--- config.mk ---
export PLATFORM = sky130hd
export DESIGN_NAME = analog_top
export DESIGN_NICKNAME = d
export VERILOG_FILES = /design/src/design/rp_analog_pkg.sv /design/src/design/adc_frontend.sv /design/src/design/analog_channel.sv /design/src/design/dac_backend.sv /design/src/design/analog_top.sv
export SDC_FILE = /design/constraint.sdc
export NUM_CORES = 1
export LEC_CHECK = 0
export BUFFER_PORTS_ARGS = -buffer_cell sky130_fd_sc_hd__clkbuf_2
export CAP_MARGIN = 20
export CORE_ASPECT_RATIO = 2
export CORE_MARGIN = 2
export CORE_UTILIZATION = 50
export CTS_BUF_LIST = sky130_fd_sc_hd__clkbuf_2
export DETAILED_ROUTE_END_ITERATION = 10
export PLACE_DENSITY = 0.84
export SLEW_MARGIN = 40
export SYNTH_ARGS = -nofsm -noshare
export SYNTH_HDL_FRONTEND = slang
export SYNTH_SLANG_ARGS = --single-unit
--- constraint.sdc ---
create_clock -name adc_clk -period 0.8 [get_ports adc_clk]
set_input_delay 0.16 -clock adc_clk [delete_from_list [all_inputs] [get_ports adc_clk]]
set_output_delay 0.16 -clock adc_clk [all_outputs]
set_load 0.02 [all_outputs]
--- src/design/rp_analog_pkg.sv ---
package rp_analog_pkg;

  //////////////////////////////////////////////////////////////////////
  // channel and sample geometry
  //////////////////////////////////////////////////////////////////////

  localparam int unsigned CH_NUM    = 2;          // analog channels, a and b
  localparam int unsigned DAT_W     = 14;         // adc, asg, pid and dac words
  localparam int unsigned SUM_W     = DAT_W + 1;  // asg + pid with one growth bit
  localparam int unsigned ADC_SHIFT = 2;          // low adc bits dropped by the scale

  // split of the sum word for the saturation check
  localparam int unsigned GUARD_W = 2;                // top two bits of the sum
  localparam int unsigned BODY_W  = SUM_W - GUARD_W;  // remaining magnitude bits

  //////////////////////////////////////////////////////////////////////
  // dac sum word
  //////////////////////////////////////////////////////////////////////

  // one 15 bit word, read two ways
  //   val   signed view, written by the adder
  //   fld   guard over body, read by the clamp
  //
  // guard 00 or 11  -> sum fits in DAT_W, result is {guard[0], body}
  // guard 01        -> positive overflow, result is 0 followed by ones
  // guard 10        -> negative overflow, result is 1 followed by zeros
  //
  // so on overflow the output is guard[1] then BODY_W copies of ~guard[1]
  typedef union packed {
    logic signed [SUM_W-1:0] val;  // arithmetic view
    struct packed {
      logic [GUARD_W-1:0] guard;   // sign and growth bit
      logic [BODY_W-1:0]  body;    // low bits, passed on when no clamp
    } fld;
  } dac_sum_u;

  // worked limits for DAT_W = 14
  //   largest positive word  14'h1fff  ( 8191)
  //   most negative word     14'h2000  (-8192)
  //   sum range              -16384 .. 16382

  // adc scale for DAT_W = 14, ADC_SHIFT = 2
  //   14'h1fff -> 14'h07ff
  //   14'h2000 -> 14'h3800
  //   14'h3fff -> 14'h3fff, minus one stays minus one

endpackage

--- src/design/adc_frontend.sv ---
module adc_frontend (
  input  logic                                                      adc_clk,
  input  logic                                                      arst_n_i,
  // raw two's complement words, one per channel
  input  logic [rp_analog_pkg::CH_NUM-1:0][rp_analog_pkg::DAT_W-1:0] adc_dat_i,
  // scaled words, sign extended over the dropped bits
  output logic [rp_analog_pkg::CH_NUM-1:0][rp_analog_pkg::DAT_W-1:0] adc_scl_o
);

  //////////////////////////////////////////////////////////////////////
  // capture and scale
  //////////////////////////////////////////////////////////////////////

  // first register after the pins, scale folded into its input
  // arithmetic shift right by ADC_SHIFT, top filled with sign copies
  always_ff @(posedge adc_clk or negedge arst_n_i)
  begin
    if (!arst_n_i)
    begin
      adc_scl_o <= '0;  // all channels read zero in reset
    end
    else
    begin
      for (int ch = 0; ch < rp_analog_pkg::CH_NUM; ch++)
      begin
        adc_scl_o[ch] <= {
          {rp_analog_pkg::ADC_SHIFT{adc_dat_i[ch][rp_analog_pkg::DAT_W-1]}},  // sign copies
          adc_dat_i[ch][rp_analog_pkg::DAT_W-1:rp_analog_pkg::ADC_SHIFT]       // kept bits
        };
      end
    end
  end

  //////////////////////////////////////////////////////////////////////
  // checks
  //////////////////////////////////////////////////////////////////////

  // the sign copies plus the shifted sign bit must all agree
  // covers bits DAT_W-1 down to DAT_W-ADC_SHIFT-1
  for (genvar ch = 0; ch < rp_analog_pkg::CH_NUM; ch++)
  begin : g_chk
    a_sign_ext : assert property (
      @(posedge adc_clk) disable iff (!arst_n_i)
      adc_scl_o[ch][rp_analog_pkg::DAT_W-1:rp_analog_pkg::DAT_W-rp_analog_pkg::ADC_SHIFT-1]
        == {(rp_analog_pkg::ADC_SHIFT+1){adc_scl_o[ch][rp_analog_pkg::DAT_W-1]}}
    )
    else
      $error("adc_frontend: ch %0d scaled word %h not sign extended", ch, adc_scl_o[ch]);
  end

  // note on range
  // a full scale positive input lands at 2**(DAT_W-ADC_SHIFT-1)-1
  // a full scale negative input lands at -2**(DAT_W-ADC_SHIFT-1)
  // so the scaled word never reaches the dac clamp limits

endmodule

--- src/design/analog_channel.sv ---
module analog_channel (
  input  logic                                   adc_clk,
  input  logic                                   arst_n_i,
  // generator and controller samples
  input  logic signed [rp_analog_pkg::DAT_W-1:0] asg_i,
  input  logic signed [rp_analog_pkg::DAT_W-1:0] pid_i,
  // scaled adc word from the front end
  input  logic        [rp_analog_pkg::DAT_W-1:0] adc_scl_i,
  input  logic                                   digital_loop_i,  // 1 = dac back into acq
  output logic        [rp_analog_pkg::DAT_W-1:0] dac_o,           // clamped dac word
  output logic        [rp_analog_pkg::DAT_W-1:0] smp_o            // acquisition sample
);

  rp_analog_pkg::dac_sum_u           dac_sum;  // asg + pid, SUM_W wide
  logic                              dac_sat;  // guard bits disagree
  logic [rp_analog_pkg::DAT_W-1:0]   dac_nxt;  // clamped sum, before the register

  //////////////////////////////////////////////////////////////////////
  // sum and clamp
  //////////////////////////////////////////////////////////////////////

  always_comb
  begin
    // signed operands, so both are sign extended to SUM_W before the add
    dac_sum.val = asg_i + pid_i;

    // overflow out of DAT_W shows up as differing guard bits
    dac_sat = ^dac_sum.fld.guard;

    if (dac_sat)
    begin
      // pin to the limit on the side of the true sign
      dac_nxt = {dac_sum.fld.guard[1], {rp_analog_pkg::BODY_W{~dac_sum.fld.guard[1]}}};
    end
    else
    begin
      dac_nxt = {dac_sum.fld.guard[0], dac_sum.fld.body};  // fits, drop the growth bit
    end
  end

  //////////////////////////////////////////////////////////////////////
  // pipeline registers
  //////////////////////////////////////////////////////////////////////

  // stage 1  asg/pid -> dac_o
  // stage 2  adc_scl_i or registered dac_o -> smp_o
  // both stages update on the same edge, so loopback sees the older dac_o
  always_ff @(posedge adc_clk or negedge arst_n_i)
  begin
    if (!arst_n_i)
    begin
      dac_o <= '0;
      smp_o <= '0;
    end
    else
    begin
      dac_o <= dac_nxt;
      if (digital_loop_i)
      begin
        smp_o <= dac_o;      // loopback, takes the already registered word
      end
      else
      begin
        smp_o <= adc_scl_i;  // normal acquisition
      end
    end
  end

  //////////////////////////////////////////////////////////////////////
  // checks
  //////////////////////////////////////////////////////////////////////

  // clamped output one cycle later keeps the sign of the full sum
  a_clamp_sign : assert property (
    @(posedge adc_clk) disable iff (!arst_n_i)
    dac_sat |=> (dac_o[rp_analog_pkg::DAT_W-1] == $past(dac_sum.fld.guard[1]))
  )
  else
    $error("analog_channel: clamp flipped sign, dac_o = %h", dac_o);

  // loop on: the acquisition word is the dac word of the cycle before
  a_loop_path : assert property (
    @(posedge adc_clk) disable iff (!arst_n_i)
    digital_loop_i |=> (smp_o == $past(dac_o))
  )
  else
    $error("analog_channel: loopback sample %h does not follow dac word", smp_o);

  // latency summary
  //   asg/pid   -> dac_o  1 cycle
  //   adc_scl_i -> smp_o  1 cycle
  //   asg/pid   -> smp_o  2 cycles in loopback

endmodule

--- src/design/dac_backend.sv ---
module dac_backend (
  input  logic                                                       adc_clk,
  input  logic                                                       arst_n_i,
  // per channel words from the analog channels
  input  logic [rp_analog_pkg::CH_NUM-1:0][rp_analog_pkg::DAT_W-1:0] ch_dac_i,
  input  logic [rp_analog_pkg::CH_NUM-1:0][rp_analog_pkg::DAT_W-1:0] ch_smp_i,
  // pin side words
  output logic [rp_analog_pkg::CH_NUM-1:0][rp_analog_pkg::DAT_W-1:0] dac_dat_o,
  output logic [rp_analog_pkg::CH_NUM-1:0][rp_analog_pkg::DAT_W-1:0] adc_smp_o,
  output logic                                                       dac_reset_o
);

  //////////////////////////////////////////////////////////////////////
  // output registers
  //////////////////////////////////////////////////////////////////////

  // last flop before the dac pins and the acquisition port
  // dac runs on adc_clk here, no second clock domain
  always_ff @(posedge adc_clk or negedge arst_n_i)
  begin
    if (!arst_n_i)
    begin
      dac_dat_o <= '0;  // dac idles at mid scale
      adc_smp_o <= '0;
    end
    else
    begin
      for (int ch = 0; ch < rp_analog_pkg::CH_NUM; ch++)
      begin
        dac_dat_o[ch] <= ch_dac_i[ch];  // channel word into the combined dac bus
        adc_smp_o[ch] <= ch_smp_i[ch];  // channel word into the acquisition bus
      end
    end
  end

  //////////////////////////////////////////////////////////////////////
  // dac reset
  //////////////////////////////////////////////////////////////////////

  // high at once on reset entry
  // released on the first clock edge after arst_n_i goes high
  always_ff @(posedge adc_clk or negedge arst_n_i)
  begin
    if (!arst_n_i)
    begin
      dac_reset_o <= 1'b1;
    end
    else
    begin
      dac_reset_o <= 1'b0;
    end
  end

  //////////////////////////////////////////////////////////////////////
  // checks
  //////////////////////////////////////////////////////////////////////

  // no glitch back to reset without a new system reset
  a_dac_reset_low : assert property (
    @(posedge adc_clk) disable iff (!arst_n_i)
    !dac_reset_o |=> !dac_reset_o
  )
  else
    $error("dac_backend: dac_reset_o rose without a system reset");

  // latency summary
  //   ch_dac_i -> dac_dat_o  1 cycle
  //   ch_smp_i -> adc_smp_o  1 cycle

endmodule

--- src/design/analog_top.sv ---
module analog_top (
  input  logic                                                       adc_clk,
  input  logic                                                       arst_n_i,
  // adc words, already captured, two's complement
  input  logic [rp_analog_pkg::CH_NUM-1:0][rp_analog_pkg::DAT_W-1:0] adc_dat_i,
  // generator and controller samples, signed per element
  input  logic [rp_analog_pkg::CH_NUM-1:0][rp_analog_pkg::DAT_W-1:0] asg_dat_i,
  input  logic [rp_analog_pkg::CH_NUM-1:0][rp_analog_pkg::DAT_W-1:0] pid_dat_i,
  input  logic                                                       digital_loop_i,
  // acquisition output
  output logic [rp_analog_pkg::CH_NUM-1:0][rp_analog_pkg::DAT_W-1:0] adc_smp_o,
  // dac pins
  output logic [rp_analog_pkg::CH_NUM-1:0][rp_analog_pkg::DAT_W-1:0] dac_dat_o,
  output logic                                                       dac_reset_o
);

  //////////////////////////////////////////////////////////////////////
  // local signals
  //////////////////////////////////////////////////////////////////////

  logic [rp_analog_pkg::CH_NUM-1:0][rp_analog_pkg::DAT_W-1:0] adc_scl;  // scaled adc
  logic [rp_analog_pkg::CH_NUM-1:0][rp_analog_pkg::DAT_W-1:0] ch_dac;   // clamped dac
  logic [rp_analog_pkg::CH_NUM-1:0][rp_analog_pkg::DAT_W-1:0] ch_smp;   // acq select

  //////////////////////////////////////////////////////////////////////
  // adc front end
  //////////////////////////////////////////////////////////////////////

  adc_frontend u_frontend (
    .adc_clk   (adc_clk  ),
    .arst_n_i  (arst_n_i ),
    .adc_dat_i (adc_dat_i),  // raw words in
    .adc_scl_o (adc_scl  )   // 1 cycle later
  );

  //////////////////////////////////////////////////////////////////////
  // analog channels
  //////////////////////////////////////////////////////////////////////

  // one adder, clamp and loopback select per channel
  for (genvar ch = 0; ch < rp_analog_pkg::CH_NUM; ch++)
  begin : g_ch
    analog_channel u_channel (
      .adc_clk        (adc_clk       ),
      .arst_n_i       (arst_n_i      ),
      .asg_i          (asg_dat_i[ch] ),  // generator sample
      .pid_i          (pid_dat_i[ch] ),  // controller sample
      .adc_scl_i      (adc_scl[ch]   ),
      .digital_loop_i (digital_loop_i),  // shared by both channels
      .dac_o          (ch_dac[ch]    ),
      .smp_o          (ch_smp[ch]    )
    );
  end

  //////////////////////////////////////////////////////////////////////
  // dac and acquisition back end
  //////////////////////////////////////////////////////////////////////

  dac_backend u_backend (
    .adc_clk     (adc_clk    ),
    .arst_n_i    (arst_n_i   ),
    .ch_dac_i    (ch_dac     ),
    .ch_smp_i    (ch_smp     ),
    .dac_dat_o   (dac_dat_o  ),  // 2 cycles from asg/pid
    .adc_smp_o   (adc_smp_o  ),  // 3 cycles from adc_dat_i
    .dac_reset_o (dac_reset_o)
  );

  // end to end
  //   asg/pid        -> dac_dat_o  2 cycles
  //   adc_dat_i      -> adc_smp_o  3 cycles
  //   asg/pid        -> adc_smp_o  3 cycles in loopback
  //   digital_loop_i -> adc_smp_o  2 cycles

endmodule

Word-level counts from Yosys, hierarchy flattened
Cells that the tools add are included.

Flip-flop bits (word level): 137. Logic and storage cells: 21.

Add/subtract/negate cells: 2. Muxes and demuxes: 4. Bitwise gates (word level): 2. Reductions and logical operators: 2.

Operator list (number): 14-bit two-way mux (4); 14-bit by 14-bit adder with 15-bit output (2); 2-bit parity (2); 1-bit inverter (2).

Depth between registers and ports, before layout
Depth after elaboration: 3. Mapped depth: 9. Mapped depth without buffers: 8.

Cells and area by module
Synthesis repeated with hierarchy kept, for this count alone.

Cell total of the unflattened synthesis: 424. Area total of the unflattened synthesis: 5671.7 sq um.

By module, submodules not included: analog_channel at g_ch[0].u_channel (instances 1, sequential area each 700.7 sq um, cells each 191, area an instance 1975.6 sq um); analog_channel at g_ch[1].u_channel (instances 1, sequential area each 700.7 sq um, cells each 147, area an instance 1634.1 sq um); dac_backend (instances 1, sequential area each 1427.6 sq um, cells each 58, area an instance 1431.4 sq um); adc_frontend (instances 1, sequential area each 600.6 sq um, cells each 28, area an instance 630.6 sq um).

Worst setup path after synthesis
OpenSTA, ideal clock, no wires.

Path type: input port to flip-flop. Start: in asg_dat_i[0] in the netlist's numbering. End: reg g_ch[0].u_channel.dac_o[10] in the netlist's numbering. Arrival: 2.226 ns. Cell stages on the path: 9. Setup slack: -1.552 ns. Cells stage by stage: ha_1 -> fa_1 -> a211oi_2 -> o21ai_2 -> a41o_1 -> or3_4 -> mux2i_2 -> buf_6 -> o21ai_2.

Word-level cells in the longest chain between the ends: 3. Elaborated cells on any way between the ends: 4. Those cells by class: add/sub (1); mux (1); bitwise (1); reduce/logical (1).

RTL lines: from (decl) (RTL line analog_top.sv:7) `input logic [rp_analog_pkg::CH_NUM-1:0][rp_analog_pkg::DAT_W-1:0] asg_dat_i,`; 14-bit by 14-bit adder with 15-bit output (*) (RTL line analog_channel.sv:25) `dac_sum.val = asg_i + pid_i;`; 2-bit parity / 1-bit inverter (equally long branches) (RTL line analog_channel.sv:28, analog_channel.sv:33); 14-bit two-way mux (*) (RTL line analog_channel.sv:30) `if (dac_sat)`; via g_ch[0].u_channel.dac_nxt (one bit) (RTL line analog_channel.sv:16) `logic [rp_analog_pkg::DAT_W-1:0] dac_nxt;`; to (signal assigned) (RTL line analog_channel.sv:57) `dac_o <= dac_nxt;`; to (decl) (RTL line analog_channel.sv:10) `output logic [rp_analog_pkg::DAT_W-1:0] dac_o,`.

Mark *: on every way through the listed nets, which the timed path passes. The rest lies on a longest branch.

Worst setup path after layout
Start: in asg_dat_i[3] in the netlist's numbering. End: reg g_ch[0].u_channel.dac_o[11] in the netlist's numbering.

Same word-level chain as after synthesis.

==> impl_results.md <==
- Routed len/inst: approximately 22 microns
- Hold Vio Cnt, Final: 16
- CP max FO: 8
- CTS max path bufs: 2
- Slowest stage cell, crit path: mux2i_4
- Max Slew Vio Count: 0
- Top cell type's share of synthesized area: 0.583
- Sw Share: 0.334
- Gpl congestion: about 0.9
- P per Cell Area: between 2000 and 2500 mW/mm^2
- Vias/cell: 5.79
- H-tree depth: 4
- LEAKAGE: 4.27 nW
- DP HPWL: roughly 11,000 microns
- Number of global-route vias before repair: roughly 5,300
- Worst Hold Class: input port to asynchronous set/reset pin
- Post-CTS Hold Buffers: 28
- Synth warnings: 0
- TNS Setup: -56.16 ns
- First-pass detailed-route iteration total: 7
- Global route total overflow: 0
- Fin crit share: 2.01
- Port Buffers: approximately 140
- Seq pwr share: 0.431
- Storage cell area: 0.00343 sq mm
- Final hold slack: -0.162 ns
- Synth Instances: 459
- Worst EP arrival: about 2.2 ns
- Clock power share: 0.230
- Status: complete, but fails checks
- Post-synth EDFFs: 0
- Final WS setup: -0.810 ns
- Largest net degree at the start of global routing: 33
- All-Layer GR Usage: 0.273
- Fillers: ~560
- Area leader, netlist: dfrtp_1
- Top post-synthesis cells by area: dfrtp_1 (58%), ha_1 (6.0%), mux2_2 (4.2%)
- Placed insts: just over 800
- Num ports: approximately 140
- CP required: roughly 1.4 ns
- Comb pwr share: 0.339
- DR iter-0 viols: between 300 and 400
- Failing checks: negative hold slack, negative setup slack
- Initial core utilization: 0.514
- Buffers & Inverters on Critical Path: 3
- Ratio of cells with drive above 1 in the final layout: 0.534
- NetSw: about 6.8 mW
- Total Wirelength: between 15,000 and 20,000 microns
- First-pass GRT wire length: 25,600 microns
- Core Rows: 55
- TritonCTS Buffers: 17
- RSZ-0062 raised after global routing: true
- TritonCTS Sinks: 137
- Critical Path, Cell by Cell: clkbuf_2 > ha_1 > buf_4 > o21ai_0 > o21ai_0 > o21ai_1 > o21ai_2 > mux2i_4 > buf_12 > o21ai_2
- CP Launch Type: input port
- Relative slew slack: 0.603
- Commonest non-fill, non-tap cell in the layout: dfrtp_1
- Area of the multi-input gates: ~0.0027 sq mm
- Commonest cells after routing, fill and taps aside: dfrtp_1 (136), buf_4 (102), clkbuf_2 (94)
- Critical Path End Type: flip-flop
- Worst path max stage delay: about 0.41 ns
- Layout Skew: approximately 0.034 ns
- Finished Layout Cells: 904
- Final setup viols: 96
- Synth Cell Area: approximately 0.006 sq mm
- Core ar.: 0.0114 sq mm
- Clock Pin Slew Worst Setup and Hold Paths: between 0.2 and 0.25 ns
- Critical setup path kind: input port to flip-flop
- Sequential element share of the synthesized area: 0.587
- Routed vias: 5,237
- Total internal power: approximately 14 mW
- TritonCTS clock tree: done
- Top_reg_cell synth: dfrtp_1
- Worst-Margin Slew: ~0.59 ns
- Max VDD drop: 1.51 mV
- Die ar.: approximately 0.013 sq mm
- Synthesized Nets: between 500 and 600
- Nets@finish: approximately 870
- Netlist cell types: 65
- Family with the most delay on the worst path: compound AO/OA/AOI/OAI gates
- Mean post-synth cell area: ~13 sq um
- Total power: about 20 mW
- Die extent in x: slightly above 80 microns
- Max-cap viol count: 0
- Clk Tree Root Cell: clkbuf_2
- Area Growth Syn to Fin: 54.7%
- Clk_lat worst skew: 0.72 ns
- Detail Route Antenna Nets: 0
- Remaining DRCs: 0
- Async SR Flop Fraction: 1.00
- Die H: 157 microns
- Post-layout min period: between 1.5 and 2 ns
- Yosys reg bits: between 100 and 150
- Antenna violations before repair: 1
- Fmax: about 620 MHz
[per-layer routing]
| layer | global-route usage | part of all wire | routed length [microns] | vias up |
|---|---|---|---|---|
| li1 | - | - | - | 2245 |
| met1 | 0.265 | 0.33 | 6520 | 2567 |
| met2 | 0.504 | 0.55 | 10800 | 306 |
| met3 | 0.0634 | 0.055 | 1080 | 119 |
| met4 | 0.164 | 0.060 | 1180 | 0 |
| met5 | 0 | 0 | 0 | - |
[synthesized netlist by cell type (all sizes together), types with 2 or more instances]
cell     count
and2         2
dfrtp      136
nand3        9
o21ai       39
clkbuf       5
a21o        12
xor2        10
and3         3
xnor2        6
a31oi        6
buf         12
a21oi       29
a31o         2
inv         12
a211oi      14
a22o         2
o21bai       2
o21a         2
a2111oi      2
nor3        13
maj3         2
nand2b       5
o211ai       4
mux2i        3
o32ai        4
mux2        22
ha          28
a2111o       2
nand2       32
a311o        2
fa           2
nand4        2
nor2        17
[kinds of logic after synthesis]
family / after synthesis / share of synthesized area
and+or+nand+nor: 86 / 0.0697
DFF: 137 / 0.587
adders and majority gates: 32 / 0.0705
buffers and inverters: 29 / 0.0268
other: 1 / 0.000642
muxes: 25 / 0.0489
AOI/OAI and AO/OA: 133 / 0.172
xor gates and xnor gates: 16 / 0.0240
[power groups by stage]
stage | Combinational [mW] | Sequential [mW] | Clock (mW)
3_5_place_dp | 4.83 | 8.77 | 0
2_1_floorplan | 2.06 | 9.35 | 0
4_1_cts | 5.36 | 8.63 | 4.64
5_1_grt | 7.27 | 8.93 | 5.03
3_3_place_gp | 4.69 | 8.70 | 0
6_report | 6.94 | 8.82 | 4.70
[cell type report]
type	instances	area share
multi-input cells	294	0.299
clock inverters	14	0.0216
well taps	142	0.0197
diodes	1	0.000277
repair buffers	287	0.265
inverters	12	0.00499
flip-flops and latches	137	0.380
clock buffers	17	0.00942
[flip-flops by register name (all words and copies together) (netlist names)]
| signal | flops |
|---|---|
| u_frontend.adc_scl_o | 24 |
| u_backend.dac_dat_o | 28 |
| u_backend.adc_smp_o | 28 |
| g_ch.u_channel.dac_o | 28 |
| g_ch.u_channel.smp_o | 28 |
| u_backend.dac_reset_o | 1 |
[path summary, 6_finish.rpt]
kind / start / end / slack [ns] / cells past startpoint
setup / recovery: asg_dat_i[3] / g_ch[0].u_channel.dac_o[11]$_DFF_PN0_ / -0.81 / 10
hold / removal: arst_n_i / u_backend.dac_dat_o[10]$_DFF_PN0_ / -0.16 / 2
setup reg to reg: g_ch[1].u_channel.dac_o[4]$_DFF_PN0_ / g_ch[1].u_channel.smp_o[4]$_DFF_PN0_ / -0.04 / 1
hold reg to reg: g_ch[1].u_channel.smp_o[7]$_DFF_PN0_ / u_backend.adc_smp_o[21]$_DFF_PN0_ / 0.36 / 0
max in group asynchronous: arst_n_i / g_ch[1].u_channel.smp_o[4]$_DFF_PN0_ / 0.47 / 3
min in group adc_clk: pid_dat_i[13] / g_ch[0].u_channel.dac_o[13]$_DFF_PN0_ / 0 / 5
[what timing repair did]
item | CTS | global route
gates cloned | 2 | 0
resized for setup | 54 | 219
setup buffers | 6 | 14
setup endpoints to repair | 87 | 92
pin swaps | 30 | 20
endpoints found under the hold margin | 199 | 19
[metrics by stage]
step / utilization / instance area, sq um / setup slack (ns)
6_report: 0.795 / 9030 / -0.810
5_1_grt: 0.795 / 9030 / -0.857
4_1_cts: 0.732 / 8310 / -0.810
3_5_place_dp: 0.657 / 7460 / -1.54
3_3_place_gp: 0.657 / 7460 / -1.49
2_1_floorplan: - / 5900 / -1.28
Power figures use the tool's default switching activity.
